File: src/rtl/l2_mem_pkg.sv
`default_nettype none

package l2_mem_pkg;

    // cache geometry
    localparam int num_ways   = 4;
    localparam int set_bits   = 6;
    localparam int way_bits   = 2;
    localparam int tag_bits   = 20;
    localparam int state_bits = 3;
    localparam int line_bits  = 128;

    // depth of every set-indexed array
    localparam int num_sets = 1 << set_bits;

    // set index and way index
    typedef logic [set_bits-1:0] set_t;
    typedef logic [way_bits-1:0] way_t;

    // per-way fields held for each set
    typedef logic [tag_bits-1:0]   tag_t;
    typedef logic [state_bits-1:0] state_t;
    typedef logic                  hprot_t;
    typedef logic [line_bits-1:0]  line_t;

    // one flush bit per way, bit i selects way i
    typedef logic [num_ways-1:0] way_mask_t;

endpackage

`default_nettype wire
File: src/rtl/l2_wr_if.sv
`timescale 1ns/1ps
`default_nettype none

interface l2_wr_if;

    // addressing shared by reads and writes
    l2_mem_pkg::set_t      set;
    logic                  rd_en;

    // full write into one addressed way
    logic                  wr_en;
    l2_mem_pkg::way_t      way;
    l2_mem_pkg::line_t     wr_line;
    l2_mem_pkg::tag_t      wr_tag;
    l2_mem_pkg::state_t    wr_state;
    l2_mem_pkg::hprot_t    wr_hprot;

    // state-only write into every flagged way
    l2_mem_pkg::way_mask_t flush;

    // evict way update for the set
    logic                  wr_en_evict;
    l2_mem_pkg::way_t      wr_evict_way;

    modport way_side (
        input set, rd_en, wr_en, way, wr_line, wr_tag, wr_state, wr_hprot, flush
    );

    modport evict_side (
        input set, rd_en, wr_en_evict, wr_evict_way
    );

endinterface

`default_nettype wire

File: src/rtl/l2_evict_store.sv
`timescale 1ns/1ps
`default_nettype none

module l2_evict_store (
    input  logic              clk,
    input  logic              rst_n,
    l2_wr_if.evict_side       wr,
    output l2_mem_pkg::way_t  rd_evict_way
);

    // next way to evict, one entry per set
    l2_mem_pkg::way_t evict_mem [l2_mem_pkg::num_sets];

    // updated by the replacement logic, independent of the way writes
    always_ff @(posedge clk) begin
        if (wr.wr_en_evict) begin
            evict_mem[wr.set] <= wr.wr_evict_way;
        end
    end

    // registered read, holds until the next rd_en
    always_ff @(posedge clk) begin
        if (!rst_n) begin
            rd_evict_way <= '0;
        end else if (wr.rd_en) begin
            rd_evict_way <= evict_mem[wr.set];
        end
    end

endmodule

`default_nettype wire

File: src/flat_wrapper.sv
// flat-port wrapper written by rule: the top's interface ports become plain ports
module l2_evict_store_flat 
  (clk, rst_n, rd_evict_way, wr_set, wr_rd_en, wr_wr_en_evict, wr_wr_evict_way);
  l2_wr_if wr_i ();
  input  logic clk;
  input  logic rst_n;
  output l2_mem_pkg::way_t rd_evict_way;
  input wire logic [$bits(wr_i.set)-1:0] wr_set;
  input wire logic [$bits(wr_i.rd_en)-1:0] wr_rd_en;
  input wire logic [$bits(wr_i.wr_en_evict)-1:0] wr_wr_en_evict;
  input wire logic [$bits(wr_i.wr_evict_way)-1:0] wr_wr_evict_way;
  assign wr_i.set = wr_set;
  assign wr_i.rd_en = wr_rd_en;
  assign wr_i.wr_en_evict = wr_wr_en_evict;
  assign wr_i.wr_evict_way = wr_wr_evict_way;
  l2_evict_store u_core (.clk(clk), .rst_n(rst_n), .wr(wr_i), .rd_evict_way(rd_evict_way));
endmodule
File: config.mk
export PLATFORM = sky130hd
export DESIGN_NAME = l2_evict_store_flat
export DESIGN_NICKNAME = d
export VERILOG_FILES = /design/src/rtl/l2_mem_pkg.sv /design/src/rtl/l2_wr_if.sv /design/src/rtl/l2_evict_store.sv /design/src/flat_wrapper.sv
export SDC_FILE = /design/constraint.sdc
export NUM_CORES = 1
export LEC_CHECK = 0
export BUFFER_PORTS_ARGS = -buffer_cell sky130_fd_sc_hd__clkbuf_2
export CAP_MARGIN = 15
export CORE_ASPECT_RATIO = 1.1
export CORE_UTILIZATION = 40
export DETAILED_ROUTE_END_ITERATION = 7
export GPL_ROUTABILITY_DRIVEN = 1
export SLEW_MARGIN = 0
export SYNTH_ARGS = -nofsm -noshare
export SYNTH_HDL_FRONTEND = slang
export SYNTH_SLANG_ARGS = --single-unit
File: constraint.sdc
create_clock -name clk -period 1.7 [get_ports clk]
set_input_delay 0.34 -clock clk [delete_from_list [all_inputs] [get_ports clk]]
set_output_delay 0.34 -clock clk [all_outputs]
set_load 0.01 [all_outputs]
==> reports/results.txt, run 1 <==
Largest net degree at the start of global routing: 65
RSZ-0062 raised after global routing: no
Switching pwr: 1.70 mW
Max_slew headroom: 57.6%
Combinational Power Share: 6.3%
Hold Path Sink: u_core.rd_evict_way[1]
Synthesized cell area: 5540 um2
CP max FO: 12
CTS tree: built
Clock skew: 0.00588 ns
Cell with the largest stage delay on the worst path: mux4_2
Critical Path Stages: 7
Max-cap violations: 0
GR Util met1: 26.9%
Area after DPL: 6120 um2
Max-slew violations: 0
Layout area overhead: 21.0%
Sequential share of power: 46.7%
Nets@finish: 433
Netlist cell types: 48
Half-perimeter wire length after placement: 8550 um
Share of the synthesized area in the top cell type: 69.3%
Busiest grt layer: met2
Vias in the first global route: 3431
Startpoint of the worst hold path: rst_n
H-tree depth: 4
Initial cell density of the core: 41.4%
Placement Setup Slack: -0.498 ns
Clk sinks: 130
Pwr dens: 1140 nW/um2
Final std cells w/o fill: 618
Ant diodes: 0
First-pass GRT wire length: 20100 um
Total GRT Usage: 19.5%
Sw Share: 22.3%
Clock power share: 47.0%
Clk buf depth: 2
Syn_area_per_cell: 15.8 um2
Worst Tran Pin Value: 0.636 ns
Grt total ovfl: 0
Buf/Inv on CP: 2
Endpoints failing setup: 0
Net count after synthesis: 363
Gpl congestion: 0.852
DRC: 0
Final WS setup: 0.0420 ns
Initial antenna violation count: 0
Worst path required time: 2.00 ns
Period minus WS final: 1.66 ns
Crit. End Element: register
Clock root cell: clkbuf_16
Grt met3 use: 3.93%
Syn Inst Count: 351
Most frequent cells in the layout: 128 x edfxtp_1, 69 x nor2_1, 54 x buf_4
Crit path from: wr_set[0]
Clk_lat worst skew: 0.42 ns
Input/output buffers: 13
VDD IR max: 0.672 mV
Hold_ws: 0.181 ns
Std cell rows: 44
Antenna Nets Post-Route: 0
Synth Register Bits: 130
Max Fclk: 603 MHz
Hold path cells: 3
Critical path, cell by cell: clkbuf_2 > buf_4 > mux4_2 > mux2i_1 > o22ai_1 > nor3_2 > a21oi_1
Via Count: 3372
Setup repair bufs after CTS: 0
Post-route cell area: 6710 um2
Crit share post-route: 97.5%
CP startpoint kind: input pin
Die Area: 14300 um2
Status: completed
Pwr Total: 7.62 mW
Worst reg2reg path depth: 5
Wire per inst: 21.1 um
CTS Buf Count: 17
Most common cell after layout, fill and taps aside: edfxtp_1
Clock edge transition at the registers on the reported setup and hold paths: 0.06 ns
Die span in y: 125 um
Hold crit path type: input pin to register
Synthesis Warnings: 0
Arr. time, crit path: 1.96 ns
First-pass iteration count of the detailed router: 5
Biggest area consumer among synthesized cells: edfxtp_1
# IOs: 14
Seq/Total Area, Yosys: 70.1%
Pleak: 2.26 nW
DRT Wirelength: 13000 um
CP delay by family, top: multiplexers
GR Util met2: 30.1%
Share of cells above drive strength 1: 30.6%
Reg-to-reg endpoint: u_core.rd_evict_way[1]
Largest cells by area after synthesis: edfxtp_1 69%, nor2_1 4.7%, mux4_2 3.3%
Reg-to-reg slack, setup: 0.05 ns
Internal power: 5.92 mW
# hold bufs at CTS: 0
Worst r2r src: u_core.evict_mem[2][1]
Crit-path max cell delay: 0.52 ns
Die W: 114 um
Hold Violations, Final: 0
Core area: 13400 um2
Iter 0 DRT Violations: 234
Dpl cells: 586
CP Class: input pin to register
Via density: 5.46
## cell type report
| type | instances | area (um2) |
|---|---|---|
| clock buffers | 17 | 425 |
| clock inverters | 15 | 158 |
| fillers | 1122 | 6670 |
| inverters | 1 | 3.75 |
| multi-input cells | 200 | 1460 |
| flip-flops and latches | 130 | 3880 |
| well taps | 184 | 230 |
| repair buffers | 71 | 551 |
## tightest hold or removal path: stages
cell and delay [ns]:
clkbuf_2 0.09, o21ai_0 0.07, a21oi_1 0.05
## cells in the mapped netlist, drive strengths merged
library cell  instances
a22o                  1
a221oi                6
nor2b                 5
a31oi                 5
nand3b                3
nor2                 71
a41oi                 1
o32ai                 2
o21ai                 5
nor3b                 1
nor3                  3
a32oi                 1
a2bb2oi               1
a21o                  2
dfxtp                 2
o221a                 3
o22ai                 5
or3                   1
mux2                 12
nand2                 9
nand3                 8
and2                  2
clkbuf                4
edfxtp              128
mux2i                17
buf                  16
or3b                  1
a22oi                12
nand2b                4
o211ai                2
o221ai                1
mux4                 11
inv                   1
a21oi                 5
## power groups by stage
stage               Sequential (mW)  Combinational (mW)  Clock (mW)
floorplan                      3.62               0.264           0
global placement               3.62               0.472           0
detailed placement             3.62               0.475           0
CTS                            3.56               0.479        3.61
global route                   3.56               0.514        3.74
finish                         3.56               0.480        3.58
## sequential cells by signal, indices dropped and copies added (netlist names)
| signal | count |
|---|---|
| u_core.evict_mem | 128 |
| u_core.rd_evict_way | 2 |
## what timing repair did
item	in CTS	in global routing
hold endpoints to repair	0	0
endpoints found under the setup margin	1	0
gates resized for setup	1	0
## metal layers
metal / part of all wire, % / wire length [um]
met5: 0 / 0
met4: 2.1 / 269
met3: 5.5 / 717
met2: 48 / 6260
met1: 44 / 5790
## worst max-delay path by stage
| stage | endpoint |
|---|---|
| 3_5_place_dp | u_core.rd_evict_way[1] |
| 3_3_place_gp | u_core.rd_evict_way[1] |
| 6_report | u_core.rd_evict_way[1] |
| 5_1_grt | u_core.rd_evict_way[1] |
| 2_1_floorplan | u_core.rd_evict_way[1] |
| 4_1_cts | u_core.rd_evict_way[1] |
## per-stage QoR
step,utilization [%],setup TNS (ns)
after global placement,45.7,-11.36
after floorplan,-,0
final,50.1,0
after CTS,50.1,0
after global routing,50.1,0
after detailed placement,45.7,-14.50
## cells by family after synthesis
kind of cell / after synthesis / share of synthesized area, %
buf+inv: 21 / 3.75
simple gates: 108 / 9.14
compound gates: 52 / 6.86
mux: 40 / 10.2
flops: 130 / 70.1
Note: power is estimated with default switching activity, not from simulation.
==> run 2: changes to the inputs <==
--- a/config.mk
+++ b/config.mk
@@ -11,6 +11,7 @@
 export CORE_UTILIZATION = 40
 export DETAILED_ROUTE_END_ITERATION = 7
 export GPL_ROUTABILITY_DRIVEN = 1
+export SETUP_SLACK_MARGIN = 0.4
 export SLEW_MARGIN = 0
 export SYNTH_ARGS = -nofsm -noshare
 export SYNTH_HDL_FRONTEND = slang
==> run 2 against run 1 <==
  * Wire length rose by 5.4%
  * Die area did not move
  * Sequential share of layout area fell by 4.9 points
  * Via count rose by 2.2%
  * Cell count rose by 3.4%
  * Non-clock buffer count rose by 21
  * Combinational power rose by 28%
  * Sequential power barely moved
  * Flip-flop and latch count did not move
  * Cell area rose by 9.2%
  * Setup slack improved by 0.14 ns
==> reports/results.txt, run 2 (synthesis results as in run 1) <==
CP Class: register to register (was input pin to register)
RSZ-0062 raised after global routing: yes (was no)
# IOs: 14 (unchanged)
Die Area: 14300 um2 (unchanged)
Die span in y: 125 um (unchanged)
CTS Buf Count: 17 (unchanged)
Period minus WS final: 1.52 ns (was 1.66 ns)
Post-route cell area: 7330 um2 (was 6710 um2)
Most common cell after layout, fill and taps aside: edfxtp_1 (unchanged)
Hold_ws: 0.210 ns (was 0.181 ns)
Input/output buffers: 13 (unchanged)
Max_slew headroom: 56.7% (was 57.6%)
Antenna Nets Post-Route: 0 (unchanged)
Max-slew violations: 0 (unchanged)
Crit share post-route: 89.4% (was 97.5%)
Initial cell density of the core: 41.4% (unchanged)
Most frequent cells in the layout: 128 x edfxtp_1, 61 x buf_4, 29 x nor2_4 (was 128 x edfxtp_1, 69 x nor2_1, 54 x buf_4)
Half-perimeter wire length after placement: 8870 um (was 8550 um)
Layout area overhead: 32.2% (was 21.0%)
Gpl congestion: 0.871 (was 0.852)
Share of cells above drive strength 1: 47.5% (was 30.6%)
Worst path required time: 2.00 ns (about the same)
Nets@finish: 454 (was 433)
Number of flip-flops under the largest register name: 128 (unchanged)
Clock edge transition at the registers on the reported setup and hold paths: 0.06 ns (about the same)
Grt total ovfl: 0 (unchanged)
Top reg by flops: u_core.evict_mem (unchanged)
Clk_lat worst skew: 0.42 ns (about the same)
Max Fclk: 658 MHz (was 603 MHz)
CP startpoint kind: register (was input pin)
CP max FO: 1 (was 12)
Largest net degree at the start of global routing: 65 (unchanged)
Iter 0 DRT Violations: 229 (was 234)
Pwr dens: 1010 nW/um2 (was 1140 nW/um2)
Endpoints failing setup: 0 (unchanged)
Std cell rows: 44 (unchanged)
Placement Setup Slack: -0.322 ns (was -0.498 ns)
H-tree depth: 4 (unchanged)
Via density: 5.39 (was 5.46)
Clk sinks: 130 (unchanged)
Crit. End Element: register (unchanged)
Status: completed (unchanged)
Hold Violations, Final: 0 (unchanged)
Final WS setup: 0.181 ns (was 0.0420 ns)
DRT Wirelength: 13700 um (was 13000 um)
CTS tree: built (unchanged)
Worst Tran Pin Value: 0.649 ns (was 0.636 ns)
Via Count: 3446 (was 3372)
VDD IR max: 0.667 mV (was 0.672 mV)
Total GRT Usage: 20.9% (was 19.5%)
Wire per inst: 21.5 um (was 21.1 um)
Clock skew: 0.0111 ns (was 0.00588 ns)
Arr. time, crit path: 1.82 ns (was 1.96 ns)
Initial antenna violation count: 0 (unchanged)
Die W: 114 um (unchanged)
First-pass iteration count of the detailed router: 5 (unchanged)
First-pass GRT wire length: 21300 um (was 20100 um)
Hold crit path type: input pin to register (unchanged)
DRC: 0 (unchanged)
Core area: 13400 um2 (unchanged)
Clock root cell: clkbuf_16 (unchanged)
Ant diodes: 0 (unchanged)
Area after DPL: 6450 um2 (was 6120 um2)
Biggest regs: u_core.evict_mem (128), u_core.rd_evict_way (2) (unchanged)
Clk buf depth: 2 (unchanged)
Max-cap violations: 0 (unchanged)
Core Util, Final: 54.8% (was 50.1%)
# hold bufs at CTS: 0 (unchanged)
Pleak: 2.44 nW (was 2.26 nW)
Vias in the first global route: 3652 (was 3431)
run 2: cell count changes in the layout (fill, tap and decap cells not counted), moves of 3 or more:
cell | previous run | this run
nor2_2 | 2 | 19
nand3_2 | 1 | 4
nor2_1 | 69 | 23
nand2_1 | 9 | 5
buf_6 | 0 | 10
mux4_1 | 3 | 0
clkbuf_2 | 13 | 10
buf_4 | 54 | 61
mux4_2 | 8 | 11
nor2_4 | 0 | 29
buf_12 | 4 | 9
nand3_1 | 7 | 4
run 2: layer usage:
metal  GRT usage (%)  share of wire [%]  vias to the layer above
li1                -                  -                     1567
met1            26.4                 41                     1735
met2            32.7                 49                      114
met3            5.53                5.5                       30
met4            11.7                3.9                        0
met5               0                  0                        -
run 2: cell type report:
class	instances	area [um2]
repair buffers	92	858
inverters	1	3.75
fillers	1053	6050
well taps	184	230
flip-flops and latches	130	3880
clock buffers	18	429
clock inverters	14	91.3
multi-input cells	200	1830
run 2: what timing repair did:
item                                   in CTS  in global routing
cloned                                      1                  0
setup endpoints to repair                 131                 54
buffers inserted                            8                  5
gates resized for setup                    28                 29
pin swaps                                   3                  3
endpoints found under the hold margin       0                  0
run 2: power breakdown:
part / internal [mW] / leakage [nW] / switching [mW] / total (mW)
clock: 1.85 / 0.247 / 1.35 / 3.19
combinational: 0.281 / 1.03 / 0.334 / 0.615
sequential: 3.55 / 1.17 / 0.0108 / 3.56
run 2: critical path, cell delays in order (launching register included):
cell	delay [ns]
edfxtp_1	0.39
mux4_2	0.49
mux2i_2	0.18
o22ai_1	0.11
nor3_1	0.14
a21oi_1	0.09
run 2: worst paths after layout:
check,start,cells past startpoint,slack [ns],to
worst min register to register,u_core.rd_evict_way[1],2,0.59,u_core.rd_evict_way[1]
worst max-delay path,u_core.evict_mem[7][1],5,0.18,u_core.rd_evict_way[1]
worst min-delay path,rst_n,3,0.21,u_core.rd_evict_way[1]
worst max register to register,u_core.evict_mem[7][1],5,0.18,u_core.rd_evict_way[1]
run 2: per-stage QoR:
stage	total power [mW]	setup TNS [ns]	instances
after floorplan	3.94	0	351
after global placement	4.15	-11.14	593
after detailed placement	4.16	-14.74	593
after CTS	7.38	0	634
after global routing	7.59	0	639
final	7.37	0	639
==> run 3: changes to the inputs <==
--- a/config.mk
+++ b/config.mk
@@ -8,9 +8,10 @@
 export BUFFER_PORTS_ARGS = -buffer_cell sky130_fd_sc_hd__clkbuf_2
 export CAP_MARGIN = 15
 export CORE_ASPECT_RATIO = 1.1
-export CORE_UTILIZATION = 40
+export CORE_UTILIZATION = 52
 export DETAILED_ROUTE_END_ITERATION = 7
 export GPL_ROUTABILITY_DRIVEN = 1
+export PLACE_DENSITY = 0.68
 export SETUP_SLACK_MARGIN = 0.4
 export SLEW_MARGIN = 0
 export SYNTH_ARGS = -nofsm -noshare
==> constraint.sdc (replaced) <==
create_clock -name clk -period 1.75 [get_ports clk]
set_input_delay 0.35 -clock clk [delete_from_list [all_inputs] [get_ports clk]]
set_output_delay 0.35 -clock clk [all_outputs]
set_load 0.01 [all_outputs]
==> run 3 against run 2 <==
  * Worst hold slack gained 0.0058 ns
  * Setup slack gained 0.033 ns
  * Global-route usage grew 4.8 points
  * Clock skew shrank 0.0062 ns
  * Flip-flop and latch count is the same
  * First-iteration DRC count grew 20%
  * Utilization grew 15 points
  * Non-clock buffer count shrank 12
==> reports/results.txt, run 3 (synthesis results as in run 1) <==
# IOs: 14 (unchanged)
Die span in y: 110 um (was 125 um)
CTS tree: built (unchanged)
Ant diodes: 0 (unchanged)
Nets@finish: 442 (was 454)
Arr. time, crit path: 1.84 ns (was 1.82 ns)
Endpoints failing setup: 0 (unchanged)
H-tree depth: 4 (unchanged)
Std cell rows: 39 (was 44)
Wire per inst: 22.4 um (was 21.5 um)
Placement Setup Slack: -0.290 ns (was -0.322 ns)
TNS Setup: 0 ns (unchanged)
Gpl congestion: 0.898 (was 0.871)
Status: completed (unchanged)
# hold bufs at CTS: 0 (unchanged)
Layout area overhead: 31.2% (was 32.2%)
Crit-path max cell delay: 0.35 ns (was 0.49 ns)
Vias in the first global route: 3456 (was 3652)
First-pass iteration count of the detailed router: 5 (unchanged)
Final WS setup: 0.214 ns (was 0.181 ns)
Critical Path Stages: 8 (was 5)
Hold crit path type: input pin to register (unchanged)
Share of cells above drive strength 1: 49.4% (was 47.5%)
Worst path required time: 2.05 ns (was 2.00 ns)
Via density: 5.93 (was 5.39)
Cell with the largest stage delay on the worst path: mux2_2 (was mux4_2)
Reg-to-reg slack, setup: 0.23 ns (was 0.18 ns)
Grt total ovfl: 0 (unchanged)
Input/output buffers: 13 (unchanged)
Core area: 10400 um2 (was 13400 um2)
Critical path, cell by cell: clkbuf_2 > buf_12 > buf_12 > mux2_2 > a22oi_1 > a21oi_1 > nor3_1 > a21oi_1 (was mux4_2 > mux2i_2 > o22ai_1 > nor3_1 > a21oi_1)
Crit share post-route: 87.8%
Capture point of the critical path: u_core.rd_evict_way[1] (unchanged)
Worst reg2reg path depth: 6 (was 5)
Buf/Inv on CP: 3 (was 0)
Pwr dens: 1070 nW/um2 (was 1010 nW/um2)
Clk sinks: 130 (unchanged)
Max Fclk: 651 MHz
Initial cell density of the core: 53.3% (was 41.4%)
Most frequent cells in the layout: 128 x edfxtp_1, 55 x buf_4, 27 x nor2_4, 27 x nor2_2 (was 128 x edfxtp_1, 61 x buf_4, 29 x nor2_4)
Clock root cell: clkbuf_16 (unchanged)
Period minus WS final: 1.54 ns
CP Class: input pin to register (was register to register)
Max_slew headroom: 59.2% (was 56.7%)
Antenna Nets Post-Route: 0 (unchanged)
Worst r2r src: u_core.evict_mem[57][0] (was u_core.evict_mem[7][1])
Pleak: 2.41 nW (was 2.44 nW)
Clock skew: 0.00490 ns (was 0.0111 ns)
VDD IR max: 0.721 mV (was 0.667 mV)
Max-cap violations: 0 (unchanged)
RSZ-0062 raised after global routing: yes (unchanged)
Crit. End Element: register (unchanged)
Die Area: 11100 um2 (was 14300 um2)
CP max FO: 14 (was 1)
CP delay by family, top: buffers and inverters (was multiplexers)
Half-perimeter wire length after placement: 8390 um (was 8870 um)
DRT Wirelength: 13100 um (was 13700 um)
Clk buf depth: 2 (unchanged)
Largest net degree at the start of global routing: 65 (unchanged)
First-pass GRT wire length: 19700 um (was 21300 um)
Reg-to-reg endpoint: u_core.rd_evict_way[0] (was u_core.rd_evict_way[1])
Top reg by flops: u_core.evict_mem (unchanged)
Crit path from: wr_set[1] (was u_core.evict_mem[7][1])
Filler Cells Inserted: 694 (was 1053)
Clock edge transition at the registers on the reported setup and hold paths: 0.06 ns (about the same)
CTS Buf Count: 17 (unchanged)
Hold Violations, Final: 0 (unchanged)
Total GRT Usage: 25.7% (was 20.9%)
Max-slew violations: 0 (unchanged)
DRC: 0 (unchanged)
Number of flip-flops under the largest register name: 128 (unchanged)
Via Count: 3477 (was 3446)
Biggest regs: u_core.evict_mem (128), u_core.rd_evict_way (2) (unchanged)
Most common cell after layout, fill and taps aside: edfxtp_1 (unchanged)
Iter 0 DRT Violations: 274 (was 229)
CP startpoint kind: input pin (was register)
Initial antenna violation count: 0 (unchanged)
Die W: 100 um (was 114 um)
Worst Tran Pin Value: 0.612 ns (was 0.649 ns)
Hold_ws: 0.216 ns (was 0.210 ns)
Clk_lat worst skew: 0.41 ns (was 0.42 ns)
[run 3: cell count changes in the layout (fill, tap and decap cells not counted), sizes merged]
cell,previous run,this run
buf,80,69
clkinv,9,4
inv,3,4
bufbuf,1,0
clkinvlp,3,4
bufinv,0,4
clkbuf,29,28
[run 3: worst min path at each step]
stage,cells past startpoint,start,end
3_3_place_gp,2,u_core.rd_evict_way[1],u_core.rd_evict_way[1]
4_1_cts,3,rst_n,u_core.rd_evict_way[1]
2_1_floorplan,0,wr_wr_evict_way[0],u_core.evict_mem[0][0]
5_1_grt,3,rst_n,u_core.rd_evict_way[1]
6_report,3,rst_n,u_core.rd_evict_way[1]
3_5_place_dp,2,u_core.rd_evict_way[1],u_core.rd_evict_way[1]
[run 3: worst min-delay path, delay by kind of cell]
family / cells / cell delay (ns)
buffers and inverters: 1 / 0.12
AOI/OAI and AO/OA: 2 / 0.12
[run 3: cell type report]
cell class,count,area (um2),area share [%]
multi-input combinational,200,1870,25.7
timing repair buffer,80,708,9.74
tap,143,179,2.46
clock inverter,15,208,2.86
clock buffer,17,425,5.85
sequential,130,3880,53.4
inverter,1,3.75,0.0516
[run 3: layer usage]
metal  global-route usage [%]  up-vias  share of wire [%]
met2                     41.0      138                 49
met1                     33.8     1763                 41
met3                     6.43       32                6.4
met4                     11.3        0                2.8
met5                        0        -                  0
li1                         -     1544                  -
[run 3: through the flow]
stage                     power, mW  instances  cell area [um2]  util, %
final                          7.77        586             7270     70.0
after global placement         4.02        549             6360     61.2
after CTS                      7.77        582             7120     68.5
after global routing           7.96        586             7270     70.0
after detailed placement       4.03        549             6360     61.2
after floorplan                3.82        351             5820        -
[run 3: repair_timing]
| action | 4_1_cts | 5_1_grt |
|---|---|---|
| gates resized for setup | 29 | 30 |
| pin swaps | 3 | 7 |
| setup endpoints to repair | 103 | 69 |
| buffers inserted | 1 | 4 |
[run 3: power breakdown]
group | switching (mW) | internal (mW)
clock network | 1.34 | 2.40
logic | 0.325 | 0.251
registers | 0.0101 | 3.45
